==> src/source/ipv4_hdr_pkg.sv <==
/* Types and constants for the IPv4 header parser. Options are not parsed,
   the header is always taken as 20 bytes in network byte order. */

package ipv4_hdr_pkg;

    // Stream data and header geometry
    typedef logic [7:0] byte_t;

    localparam int HDR_BYTES = 20;
    localparam int CNT_WIDTH = 5;

    typedef logic [CNT_WIDTH-1:0] byte_idx_t;

    // ----------------------------------------------------------------------
    // Header fields in wire order, first field in the top bits
    // ----------------------------------------------------------------------
    typedef struct packed {
        logic [7:0]  version_ihl;
        logic [7:0]  tos;
        logic [15:0] total_length;
        logic [15:0] ident;
        logic [15:0] flags_frag;
        logic [7:0]  ttl;
        logic [7:0]  protocol;
        logic [15:0] checksum;
        logic [31:0] src_addr;
        logic [31:0] dst_addr;
    } ipv4_fields_t;

    // Same 160 bits seen as arrival-order bytes, byte 0 most significant
    typedef union packed {
        byte_t [0:HDR_BYTES-1] raw;
        ipv4_fields_t          fields;
    } ipv4_hdr_u;

    // ----------------------------------------------------------------------
    // Frame state
    // ----------------------------------------------------------------------
    typedef enum logic [1:0] {
        ST_IDLE    = 2'd0,
        ST_HEADER  = 2'd1,
        ST_PAYLOAD = 2'd2
    } parse_state_t;

endpackage
==> src/source/parse_ctrl_if.sv <==
/* Internal control bundle of the header parser. Carries no clock, every
   signal is sampled on the parser clock by the module that reads it. */

`timescale 1ns/100ps

interface parse_ctrl_if import ipv4_hdr_pkg::*; ();

    // Input handshake as seen by the internal blocks
    logic      byte_accept;
    logic      byte_last;
    byte_t     byte_data;

    // Frame position
    logic      in_header;
    byte_idx_t byte_index;
    logic      header_end;

    modport fsm (
        input  byte_accept,
        input  byte_last,
        input  header_end,
        output in_header
    );

    modport counter (
        input  byte_accept,
        input  byte_last,
        input  in_header,
        output byte_index,
        output header_end
    );

    modport capture (
        input  byte_accept,
        input  byte_data,
        input  in_header,
        input  byte_index
    );

    modport forward (
        input  in_header,
        output byte_accept,
        output byte_last,
        output byte_data
    );

endinterface

==> src/source/ipv4_header_parser.sv <==
/* Streaming IPv4 header parser, one byte per cycle. The first 20 bytes of
   each frame are decoded as the header, the rest is passed through. */

`timescale 1ns/100ps

module ipv4_header_parser import ipv4_hdr_pkg::*; (
    input  logic        clock,
    input  logic        rst_n,

    // Input stream
    input  byte_t       in_data,
    input  logic        in_valid,
    input  logic        in_last,
    output logic        in_ready,

    // Payload stream
    output byte_t       out_data,
    output logic        out_valid,
    output logic        out_last,
    input  logic        out_ready,

    // Parsed header
    output logic        hdr_valid,
    output logic [7:0]  version_ihl,
    output logic [7:0]  tos,
    output logic [15:0] total_length,
    output logic [15:0] ident,
    output logic [15:0] flags_frag,
    output logic [7:0]  ttl,
    output logic [7:0]  protocol,
    output logic [15:0] checksum,
    output logic [31:0] src_addr,
    output logic [31:0] dst_addr
);

    ipv4_fields_t fields;

    parse_ctrl_if ctrl ();

    // ----------------------------------------------------------------------
    // Control path
    // ----------------------------------------------------------------------
    header_parse_fsm fsm0 (
        .clock     (clock),
        .rst_n     (rst_n),
        .ctrl      (ctrl.fsm),
        .hdr_valid (hdr_valid)
    );

    header_byte_counter #(
        .LIMIT (HDR_BYTES)
    ) counter0 (
        .clock (clock),
        .rst_n (rst_n),
        .ctrl  (ctrl.counter)
    );

    // ----------------------------------------------------------------------
    // Data path
    // ----------------------------------------------------------------------
    header_field_capture capture0 (
        .clock  (clock),
        .rst_n  (rst_n),
        .ctrl   (ctrl.capture),
        .fields (fields)
    );

    payload_forward forward0 (
        .clock     (clock),
        .rst_n     (rst_n),
        .ctrl      (ctrl.forward),
        .in_data   (in_data),
        .in_valid  (in_valid),
        .in_last   (in_last),
        .in_ready  (in_ready),
        .out_data  (out_data),
        .out_valid (out_valid),
        .out_last  (out_last),
        .out_ready (out_ready)
    );

    // Named field outputs
    assign version_ihl  = fields.version_ihl;
    assign tos          = fields.tos;
    assign total_length = fields.total_length;
    assign ident        = fields.ident;
    assign flags_frag   = fields.flags_frag;
    assign ttl          = fields.ttl;
    assign protocol     = fields.protocol;
    assign checksum     = fields.checksum;
    assign src_addr     = fields.src_addr;
    assign dst_addr     = fields.dst_addr;

endmodule

==> src/source/payload_forward.sv <==
/* Input ready and a one-entry output register for payload bytes. Header
   bytes are always taken, payload waits for room in the output register. */

`timescale 1ns/100ps

module payload_forward import ipv4_hdr_pkg::*; (
    input  logic          clock,
    input  logic          rst_n,
    parse_ctrl_if.forward ctrl,
    input  byte_t         in_data,
    input  logic          in_valid,
    input  logic          in_last,
    output logic          in_ready,
    output byte_t         out_data,
    output logic          out_valid,
    output logic          out_last,
    input  logic          out_ready
);

    logic accept;
    logic load_payload;

    // ----------------------------------------------------------------------
    // Input side
    // ----------------------------------------------------------------------
    // Output register free, or draining this cycle
    assign in_ready = ctrl.in_header || !out_valid || out_ready;
    assign accept   = in_valid && in_ready;

    assign ctrl.byte_accept = accept;
    assign ctrl.byte_last   = in_last;
    assign ctrl.byte_data   = in_data;

    assign load_payload = accept && !ctrl.in_header;

    // ----------------------------------------------------------------------
    // Output register
    // ----------------------------------------------------------------------
    always_ff @(posedge clock or negedge rst_n) begin
        if (!rst_n) begin
            out_valid <= 1'b0;
        end else if (load_payload) begin
            out_valid <= 1'b1;
        end else if (out_ready) begin
            out_valid <= 1'b0;
        end
    end

    // Data and last only move with a new payload byte
    always_ff @(posedge clock) begin
        if (load_payload) begin
            out_data <= in_data;
            out_last <= in_last;
        end
    end

endmodule

==> src/source/header_field_capture.sv <==
/* Header register written byte by byte. Fields of a frame stay valid until
   the first header byte of the next frame overwrites byte 0. */

`timescale 1ns/100ps

module header_field_capture import ipv4_hdr_pkg::*; (
    input  logic          clock,
    input  logic          rst_n,
    parse_ctrl_if.capture ctrl,
    output ipv4_fields_t  fields
);

    ipv4_hdr_u hdr;
    logic      hdr_write;

    assign hdr_write = ctrl.byte_accept && ctrl.in_header;

    // ----------------------------------------------------------------------
    // Byte write through the raw view
    // ----------------------------------------------------------------------
    always_ff @(posedge clock or negedge rst_n) begin
        if (!rst_n) begin
            hdr.raw <= '0;
        end else if (hdr_write) begin
            // Index never passes the last header byte
            hdr.raw[ctrl.byte_index] <= ctrl.byte_data;
        end
    end

    // Decoded view straight out
    assign fields = hdr.fields;

endmodule

==> src/source/header_byte_counter.sv <==
/* Counts header bytes of the current frame. LIMIT must be between 1 and
   2**CNT_WIDTH. */

`timescale 1ns/100ps

module header_byte_counter import ipv4_hdr_pkg::*; #(
    parameter int LIMIT = HDR_BYTES
) (
    input  logic          clock,
    input  logic          rst_n,
    parse_ctrl_if.counter ctrl
);

    localparam byte_idx_t LAST_INDEX = byte_idx_t'(LIMIT - 1);

    byte_idx_t count;
    logic      at_limit;

    // Terminal flag, qualified with the accept by its users
    assign at_limit        = (count == LAST_INDEX);
    assign ctrl.header_end = at_limit;
    assign ctrl.byte_index = count;

    always_ff @(posedge clock or negedge rst_n) begin
        if (!rst_n) begin
            count <= '0;
        end else if (ctrl.byte_accept && ctrl.in_header) begin
            if (at_limit || ctrl.byte_last) begin
                // Header done or frame cut short
                count <= '0;
            end else begin
                count <= count + 1'b1;
            end
        end
    end

endmodule

==> src/source/header_parse_fsm.sv <==
/* Frame FSM. A frame whose last byte arrives before the header is complete
   is dropped without a header strobe. */

`timescale 1ns/100ps

module header_parse_fsm import ipv4_hdr_pkg::*; (
    input  logic       clock,
    input  logic       rst_n,
    parse_ctrl_if.fsm  ctrl,
    output logic       hdr_valid
);

    parse_state_t state;
    parse_state_t state_next;
    logic         header_phase;

    // Idle counts as header phase, the first byte is already a header byte
    assign header_phase   = (state != ST_PAYLOAD);
    assign ctrl.in_header = header_phase;

    // ----------------------------------------------------------------------
    // Next state
    // ----------------------------------------------------------------------
    always_comb begin
        state_next = state;
        case (state)
            ST_IDLE, ST_HEADER: begin
                if (ctrl.byte_accept) begin
                    if (ctrl.byte_last) begin
                        // Short frame, or exact length with no payload
                        state_next = ST_IDLE;
                    end else if (ctrl.header_end) begin
                        state_next = ST_PAYLOAD;
                    end else begin
                        state_next = ST_HEADER;
                    end
                end
            end
            ST_PAYLOAD: begin
                if (ctrl.byte_accept && ctrl.byte_last) begin
                    state_next = ST_IDLE;
                end
            end
            default: begin
                state_next = ST_IDLE;
            end
        endcase
    end

    always_ff @(posedge clock or negedge rst_n) begin
        if (!rst_n) begin
            state <= ST_IDLE;
        end else begin
            state <= state_next;
        end
    end

    // ----------------------------------------------------------------------
    // Header strobe
    // ----------------------------------------------------------------------
    // One cycle after the last header byte, also when that byte ends the frame
    always_ff @(posedge clock or negedge rst_n) begin
        if (!rst_n) begin
            hdr_valid <= 1'b0;
        end else begin
            hdr_valid <= ctrl.byte_accept && header_phase && ctrl.header_end;
        end
    end

endmodule

==> config.mk <==
export PLATFORM = sky130hd
export DESIGN_NAME = ipv4_header_parser
export DESIGN_NICKNAME = d
export VERILOG_FILES = /design/src/source/ipv4_hdr_pkg.sv /design/src/source/parse_ctrl_if.sv /design/src/source/ipv4_header_parser.sv /design/src/source/payload_forward.sv /design/src/source/header_field_capture.sv /design/src/source/header_byte_counter.sv /design/src/source/header_parse_fsm.sv
export SDC_FILE = /design/constraint.sdc
export NUM_CORES = 1
export LEC_CHECK = 0
export BUFFER_PORTS_ARGS = -buffer_cell sky130_fd_sc_hd__buf_2
export CAP_MARGIN = 40
export CORE_UTILIZATION = 47
export DETAILED_ROUTE_END_ITERATION = 10
export GPL_TIMING_DRIVEN = 0
export PLACE_DENSITY = 0.75
export SYNTH_ARGS = -nofsm -noshare
export SYNTH_HDL_FRONTEND = slang
export SYNTH_HIERARCHICAL = 1
export SYNTH_SLANG_ARGS = --single-unit
==> constraint.sdc <==
create_clock -name clock -period 2.19 [get_ports clock]
set_input_delay 0.5475 -clock clock [delete_from_list [all_inputs] [get_ports clock]]
set_output_delay 0.5475 -clock clock [all_outputs]
set_load 0.01 [all_outputs]
; After elaboration in Yosys (flattened, before gate mapping)
; Index checks and enable logic that the tools add are counted.
[word_totals]
reg_bits = 178
in_bits = 13
output_inout_bits = 172
elab_cells = 43
[classes]
n_addsub = 1
n_lt_le_gt_ge = 2
eq_ne = 6
muxes = 11
bitwise_logic = 1
n_reduce_logical = 15
[ops]
columns = cell, count
row1 = bitwise mux 160 bit, 1
row2 = demux 8 bit (select 5 bit), 1
row3 = two-way mux 2 bit, 4
row4 = two-way mux 8 bit, 1
row5 = "greater-or-equal comparator 6 bit, second input constant", 1
row6 = logical AND 1 bit, 6
row7 = "< comparator 6 x 1 -> 1 bit, second input constant", 1
row8 = inverter 5 -> 6 bit, 1
row9 = "adder 5 x 1 -> 5 bit, second input constant", 1
row10 = "equality test 5 bit, second input constant", 1
row11 = two-way mux 5 bit, 1
row12 = "inequality test 2 x 1 -> 1 bit, second input constant", 2
row13 = one-hot mux 2 bit (2 select lines), 1
row14 = logical OR 1 bit, 3
row15 = "equality test 2 x 1 -> 1 bit, second input constant", 1
row16 = "equality test 2 bit, second input constant", 1
row17 = zero test 1 bit, 2
row18 = zero test 2 bit, 1
row19 = two-way mux 1 bit, 2
row20 = "inequality test 2 bit, second input constant", 1
row21 = AND reduction 2 bit, 1
row22 = nonzero test 2 bit, 1
row23 = OR reduction 2 bit, 1

; Depth between registers and ports, before layout
[depth]
word_depth = 7
mapped_depth = 8
mapped_depth_nobuf = 6

; Cells and area by module
; The synthesis kept the hierarchy.
[modules_own_cells]
columns = mod, instances, cells_each, area_per_inst_um2, seq_area_each_um2
row1 = header_field_capture, 1, 373, 6198.4, 4003.8
row2 = payload_forward, 1, 25, 400.4, 295.3
row3 = header_byte_counter, 1, 31, 325.3, 125.1
row4 = header_parse_fsm, 1, 11, 130.1, 75.1

; Worst setup path before layout
; OpenSTA, ideal clock, no wires.
[synth_timing]
kind = register to register
startpoint = register fsm0.state[0]
endpoint = register capture0.hdr (netlist bit capture0/fields[48])
setup_ns = 0.125
t_arrival_ns = 2.381
required_time_ns = 2.065
setup_slack_ns = -0.315
stages_incl_launch_ff = 9
n_path_buf = 2
synth_period_minus_slack_ns = 2.505
cell_sequence = dfrtp_1 > nand2b_1 > or3b_1 > and2_1 > and4b_1 > buf_2 > and4b_1 > buf_6 > mux2_2
[synth_via]
elab_chain_cells = 5
[synth_lines]
columns = item, line_no
row1 = start: declaration, header_parse_fsm.sv:13  ; parse_state_t state;
row2 = start signal: assignment, header_parse_fsm.sv:54  ; state <= state_next;
row3 = inequality test 2 bit, header_parse_fsm.sv:18  ; assign header_phase = (state != ST_PAYLOAD);
row4 = net ctrl.in_header, parse_ctrl_if.sv:14  ; logic in_header;
row5 = logical OR 1 bit (2 in a row), payload_forward.sv:27  ; assign in_ready = ctrl.in_header || !out_valid || out_ready;
row6 = net in_ready, ipv4_header_parser.sv:14  ; output logic in_ready,
row7 = logical AND 1 bit, payload_forward.sv:28  ; assign accept = in_valid && in_ready;
row8 = net ctrl.byte_accept, parse_ctrl_if.sv:9  ; logic byte_accept;
row9 = logical AND 1 bit, header_field_capture.sv:16  ; assign hdr_write = ctrl.byte_accept && ctrl.in_header;
row10 = end: declaration, header_field_capture.sv:13  ; ipv4_hdr_u hdr;
; The timed path passes the listed nets, and every way through them passes these cells.
; A chain may end at the register's enable or synchronous reset.

; Final worst setup path
[layout_timing]
startpoint = register fsm0.state[0]
endpoint = register capture0.hdr (netlist bit capture0/fields[50])
[layout_via]
elab_chain_cells = 5
[layout_lines]
columns = item, line_no
row1 = inequality test 2 bit, header_parse_fsm.sv:18
row2 = net ctrl.in_header, parse_ctrl_if.sv:14
row3 = logical OR 1 bit (2 in a row), payload_forward.sv:27
row4 = logical AND 1 bit, payload_forward.sv:28
row5 = net ctrl.byte_accept, parse_ctrl_if.sv:9
row6 = logical AND 1 bit, header_field_capture.sv:16
; The timed path passes the listed nets, and every way through them passes these cells.

==> flow_metrics.py <==
metrics = {
    "status": {
        "outcome": "finished, final reports clean",
    },
    "floorplan": {
        "die_width_um": 125,
        "coreArea_mm2": 0.0146,
        "die_h_um": 125,
        "die-area_mm2": 0.0155,
        "placementRows": 44,
        "start_util": 0.484,
        "num_io_pins": 185,
    },
    "drt": {
        "via_per_inst": 5.30,
        "vias": 4488,
        "drt_wl_total_mm": 17.6,
        "first_pass_iters": 4,
        "wire_per_inst_um": 20.8,
        "drtAntennaViolNets": 0,
        "drc": 0,
        "drt_iter0_drc": 185,
    },
    "yosys": {
        "yosys-top-cells-area": "dfrtp_1 60%, mux2_2 26%, edfxtp_1 3.8%",
        "synth_edf_count": 9,
        "synth_mux_area_frac": 0.255,
        "ys_seq_area_frac": 0.638,
        "ys.flop_type": "dfrtp_1",
        "synth_top_area_frac": 0.600,
        "ys_types": 46,
        "synth_fa_ha_area_frac": 0.00177,
        "synth_compound_area_frac": 0.0105,
        "async_flop_share": 0.949,
        "yosysWarnings": 6,
        "syn_nets": 454,
        "yosysTopAreaCell": "dfrtp_1",
        "netlist_area_mm2": 0.00705,
        "synth_xor_area_frac": 0,
        "synth_top_family_by_area": "multiplexers",
        "synthCells": 440,
        "synth_area_per_cell_um2": 16.0,
        "yosys.area_share.simple": 0.0692,
        "synth_seq_cells": 178,
    },
    "sta": {
        "holdWs_ns": 0.182,
        "setup_viol": 0,
        "finClkSkew_ns": 0.00627,
        "maxSlewViolCount": 0,
        "hold_viol": 0,
        "period_share": 0.981,
        "relSlewSlack": 0.448,
        "setup_ws_ns": 0.0425,
        "fmax_ghz": 0.466,
        "min_period_ns": 2.15,
        "rsz0062_at_grt": "yes",
        "worst_slew_pin_slew_ns": 0.827,
    },
    "power": {
        "peakVddDrop_mv": 0.699,
        "p_leak_uw": 0.00475,
        "pwr_density_cell_mw_per_mm2": 1150,
    },
    "global_routing": {
        "grt_usage": 0.237,
        "antenna_found_initial": 2,
        "grt_pass1_wl_mm": 27.7,
        "grt_max_degree": 92,
        "grt_overflow_total": 0,
        "grt_pass1_vias": 4678,
    },
    "clocking": {
        "worstSkewPairLatency_ns": 0.42,
        "hold_buffers": 0,
        "path_clk_slew_ns": 0.06,
        "cts_tree": "built",
        "numClockSinks": 178,
        "htree_levels": 4,
        "cts_root_buf": "clkbuf_16",
        "cts_buffers": 17,
        "ctsLongestPathBuffers": 2,
    },
    "setup_path": {
        "cp.arrival_ns": 2.45,
        "reg2reg_setup_slack_ns": 0.04,
        "crit_path_top_delay_cell": "dfrtp_1",
        "required_ns": 2.50,
        "critPathCaptureType": "flip-flop",
        "crit_type": "flip-flop to flip-flop",
        "path_cells": "nand2b_4 -> or3b_4 -> and2_4 -> and4b_2 -> and4b_1 -> buf_6 -> mux2_2",
        "crit_fanout": 8,
        "cp_slowest_stage_delay_ns": 0.38,
        "path_delay_family": "simple AND/OR/NAND/NOR gates",
        "cp_num_buf_inv": 1,
        "cp-start-kind": "flip-flop",
    },
    "place": {
        "post-place-cells": 810,
        "place_area_mm2": 0.00826,
        "io_buffer_count": 184,
        "gp_congestion": 0.778,
        "pre_cts_ws_ns": -0.222,
        "dp_hpwl_mm": 12.0,
    },
    "finish": {
        "fin_cells": 846,
        "syn_to_final_growth_pct": 26.9,
        "fillerInstances": 1122,
        "final_area_mm2": 0.00895,
        "drive_gt1_frac": 0.645,
        "nets": 663,
    },
    "hold_path": {
        "hold_path.class": "input pin to asynchronous set/reset pin",
    },
    "flow_run": {
        "cap_violations": 0,
    },
}
## sequential cells by signal (all words and copies together) (netlist names)
signal	cells
forward0/out_valid	1
capture0/fields	160
counter0/ctrl.byte_index	5
fsm0/hdr_valid	1
forward0/out_last	1
fsm0/state	2
forward0/out_data	8
## layer usage
layer	vias up	routed length [um]	global-route usage
li1	1977	-	-
met3	27	804	0.0541
met1	2359	7180	0.292
met2	125	9230	0.401
met5	-	0	0
met4	0	356	0.0936
## layout by cell type, fill, tap and decap left out, types with 2 or more instances in the layout
master / count
buf_2: 185
dfrtp_1: 167
mux2_2: 160
clkbuf_1: 19
clkbuf_16: 18
buf_4: 17
edfxtp_1: 9
nand2_2: 8
nand2_1: 7
nand2_4: 4
nor2b_1: 4
nor3b_2: 3
clkbuf_8: 3
bufinv_16: 3
o21ai_0: 3
diode_2: 2
and4b_1: 2
nor4_4: 2
buf_6: 2
clkinvlp_4: 2
nand3_1: 2
inv_1: 2
dfrtp_2: 2
## what timing repair did
action                     CTS  global route
setup endpoints to repair  114            86
pin swaps                    0             1
gates resized for setup      2             7
buffers inserted             4             2
## metrics by stage
| stage | total power [uW] | TNS (ns) | util |
|---|---|---|---|
| 2_1_floorplan | 5890 | 0 | - |
| 3_3_place_gp | 7010 | -313.20 | 0.563 |
| 3_5_place_dp | 7150 | -13.31 | 0.566 |
| 4_1_cts | 10300 | 0 | 0.611 |
| 5_1_grt | 10700 | -0.306 | 0.613 |
| 6_report | 10300 | 0 | 0.613 |
## report_power, final
group / total (uW) / internal [uW] / switching, uW
logic: 2510 / 1240 / 1270
registers: 4600 / 4130 / 468
clock network: 3170 / 1950 / 1230
## cells in the mapped netlist, drive strengths merged (2+ instances only)
library cell  number
nor2b              4
and4bb             2
nand3              2
nand2             19
or3b               2
edfxtp             9
nor2               2
nor3b              4
nand3b             2
dfrtp            169
nor4bb             2
and2               2
o21ai              3
nand2b             3
inv                2
buf               14
clkbuf            18
and4b              3
mux2             160
nor4               3
## area by class of cell
class                      instances  area (um^2)  area share
antenna                            2         5.00    0.000559
buffer                            30          163      0.0182
clock buffer                      23          499      0.0558
clock inverter                     7          123      0.0137
inverter                           2         7.51    0.000839
multi-input combinational        228         2410       0.270
sequential                       178         4500       0.503
tap                              184          230      0.0257
timing repair buffer             192         1000       0.112
## path summary, 6_finish.rpt
path / from / end / cells after the start
min in group clock: in_data[5] / forward0/out_data[5] / 1
setup reg to reg: fsm0/state[0] / capture0/fields[50] / 7
hold reg to reg: capture0/fields[63] / capture0/fields[63] / 1
hold / removal: rst_n / capture0/fields[45] / 1
max in group asynchronous: rst_n / capture0/fields[79] / 2
setup / recovery: fsm0/state[0] / capture0/fields[50] / 7
## cells by family (layout without fill, tap and decap cells)
kind of cell	count (synthesis)	after routing
mux	160	160
fa+ha+maj	1	1
simple gates	57	57
buf+inv	34	254
other cells	0	2
compound gates	10	10
flops	178	178
Power figures use the tool's default switching activity.
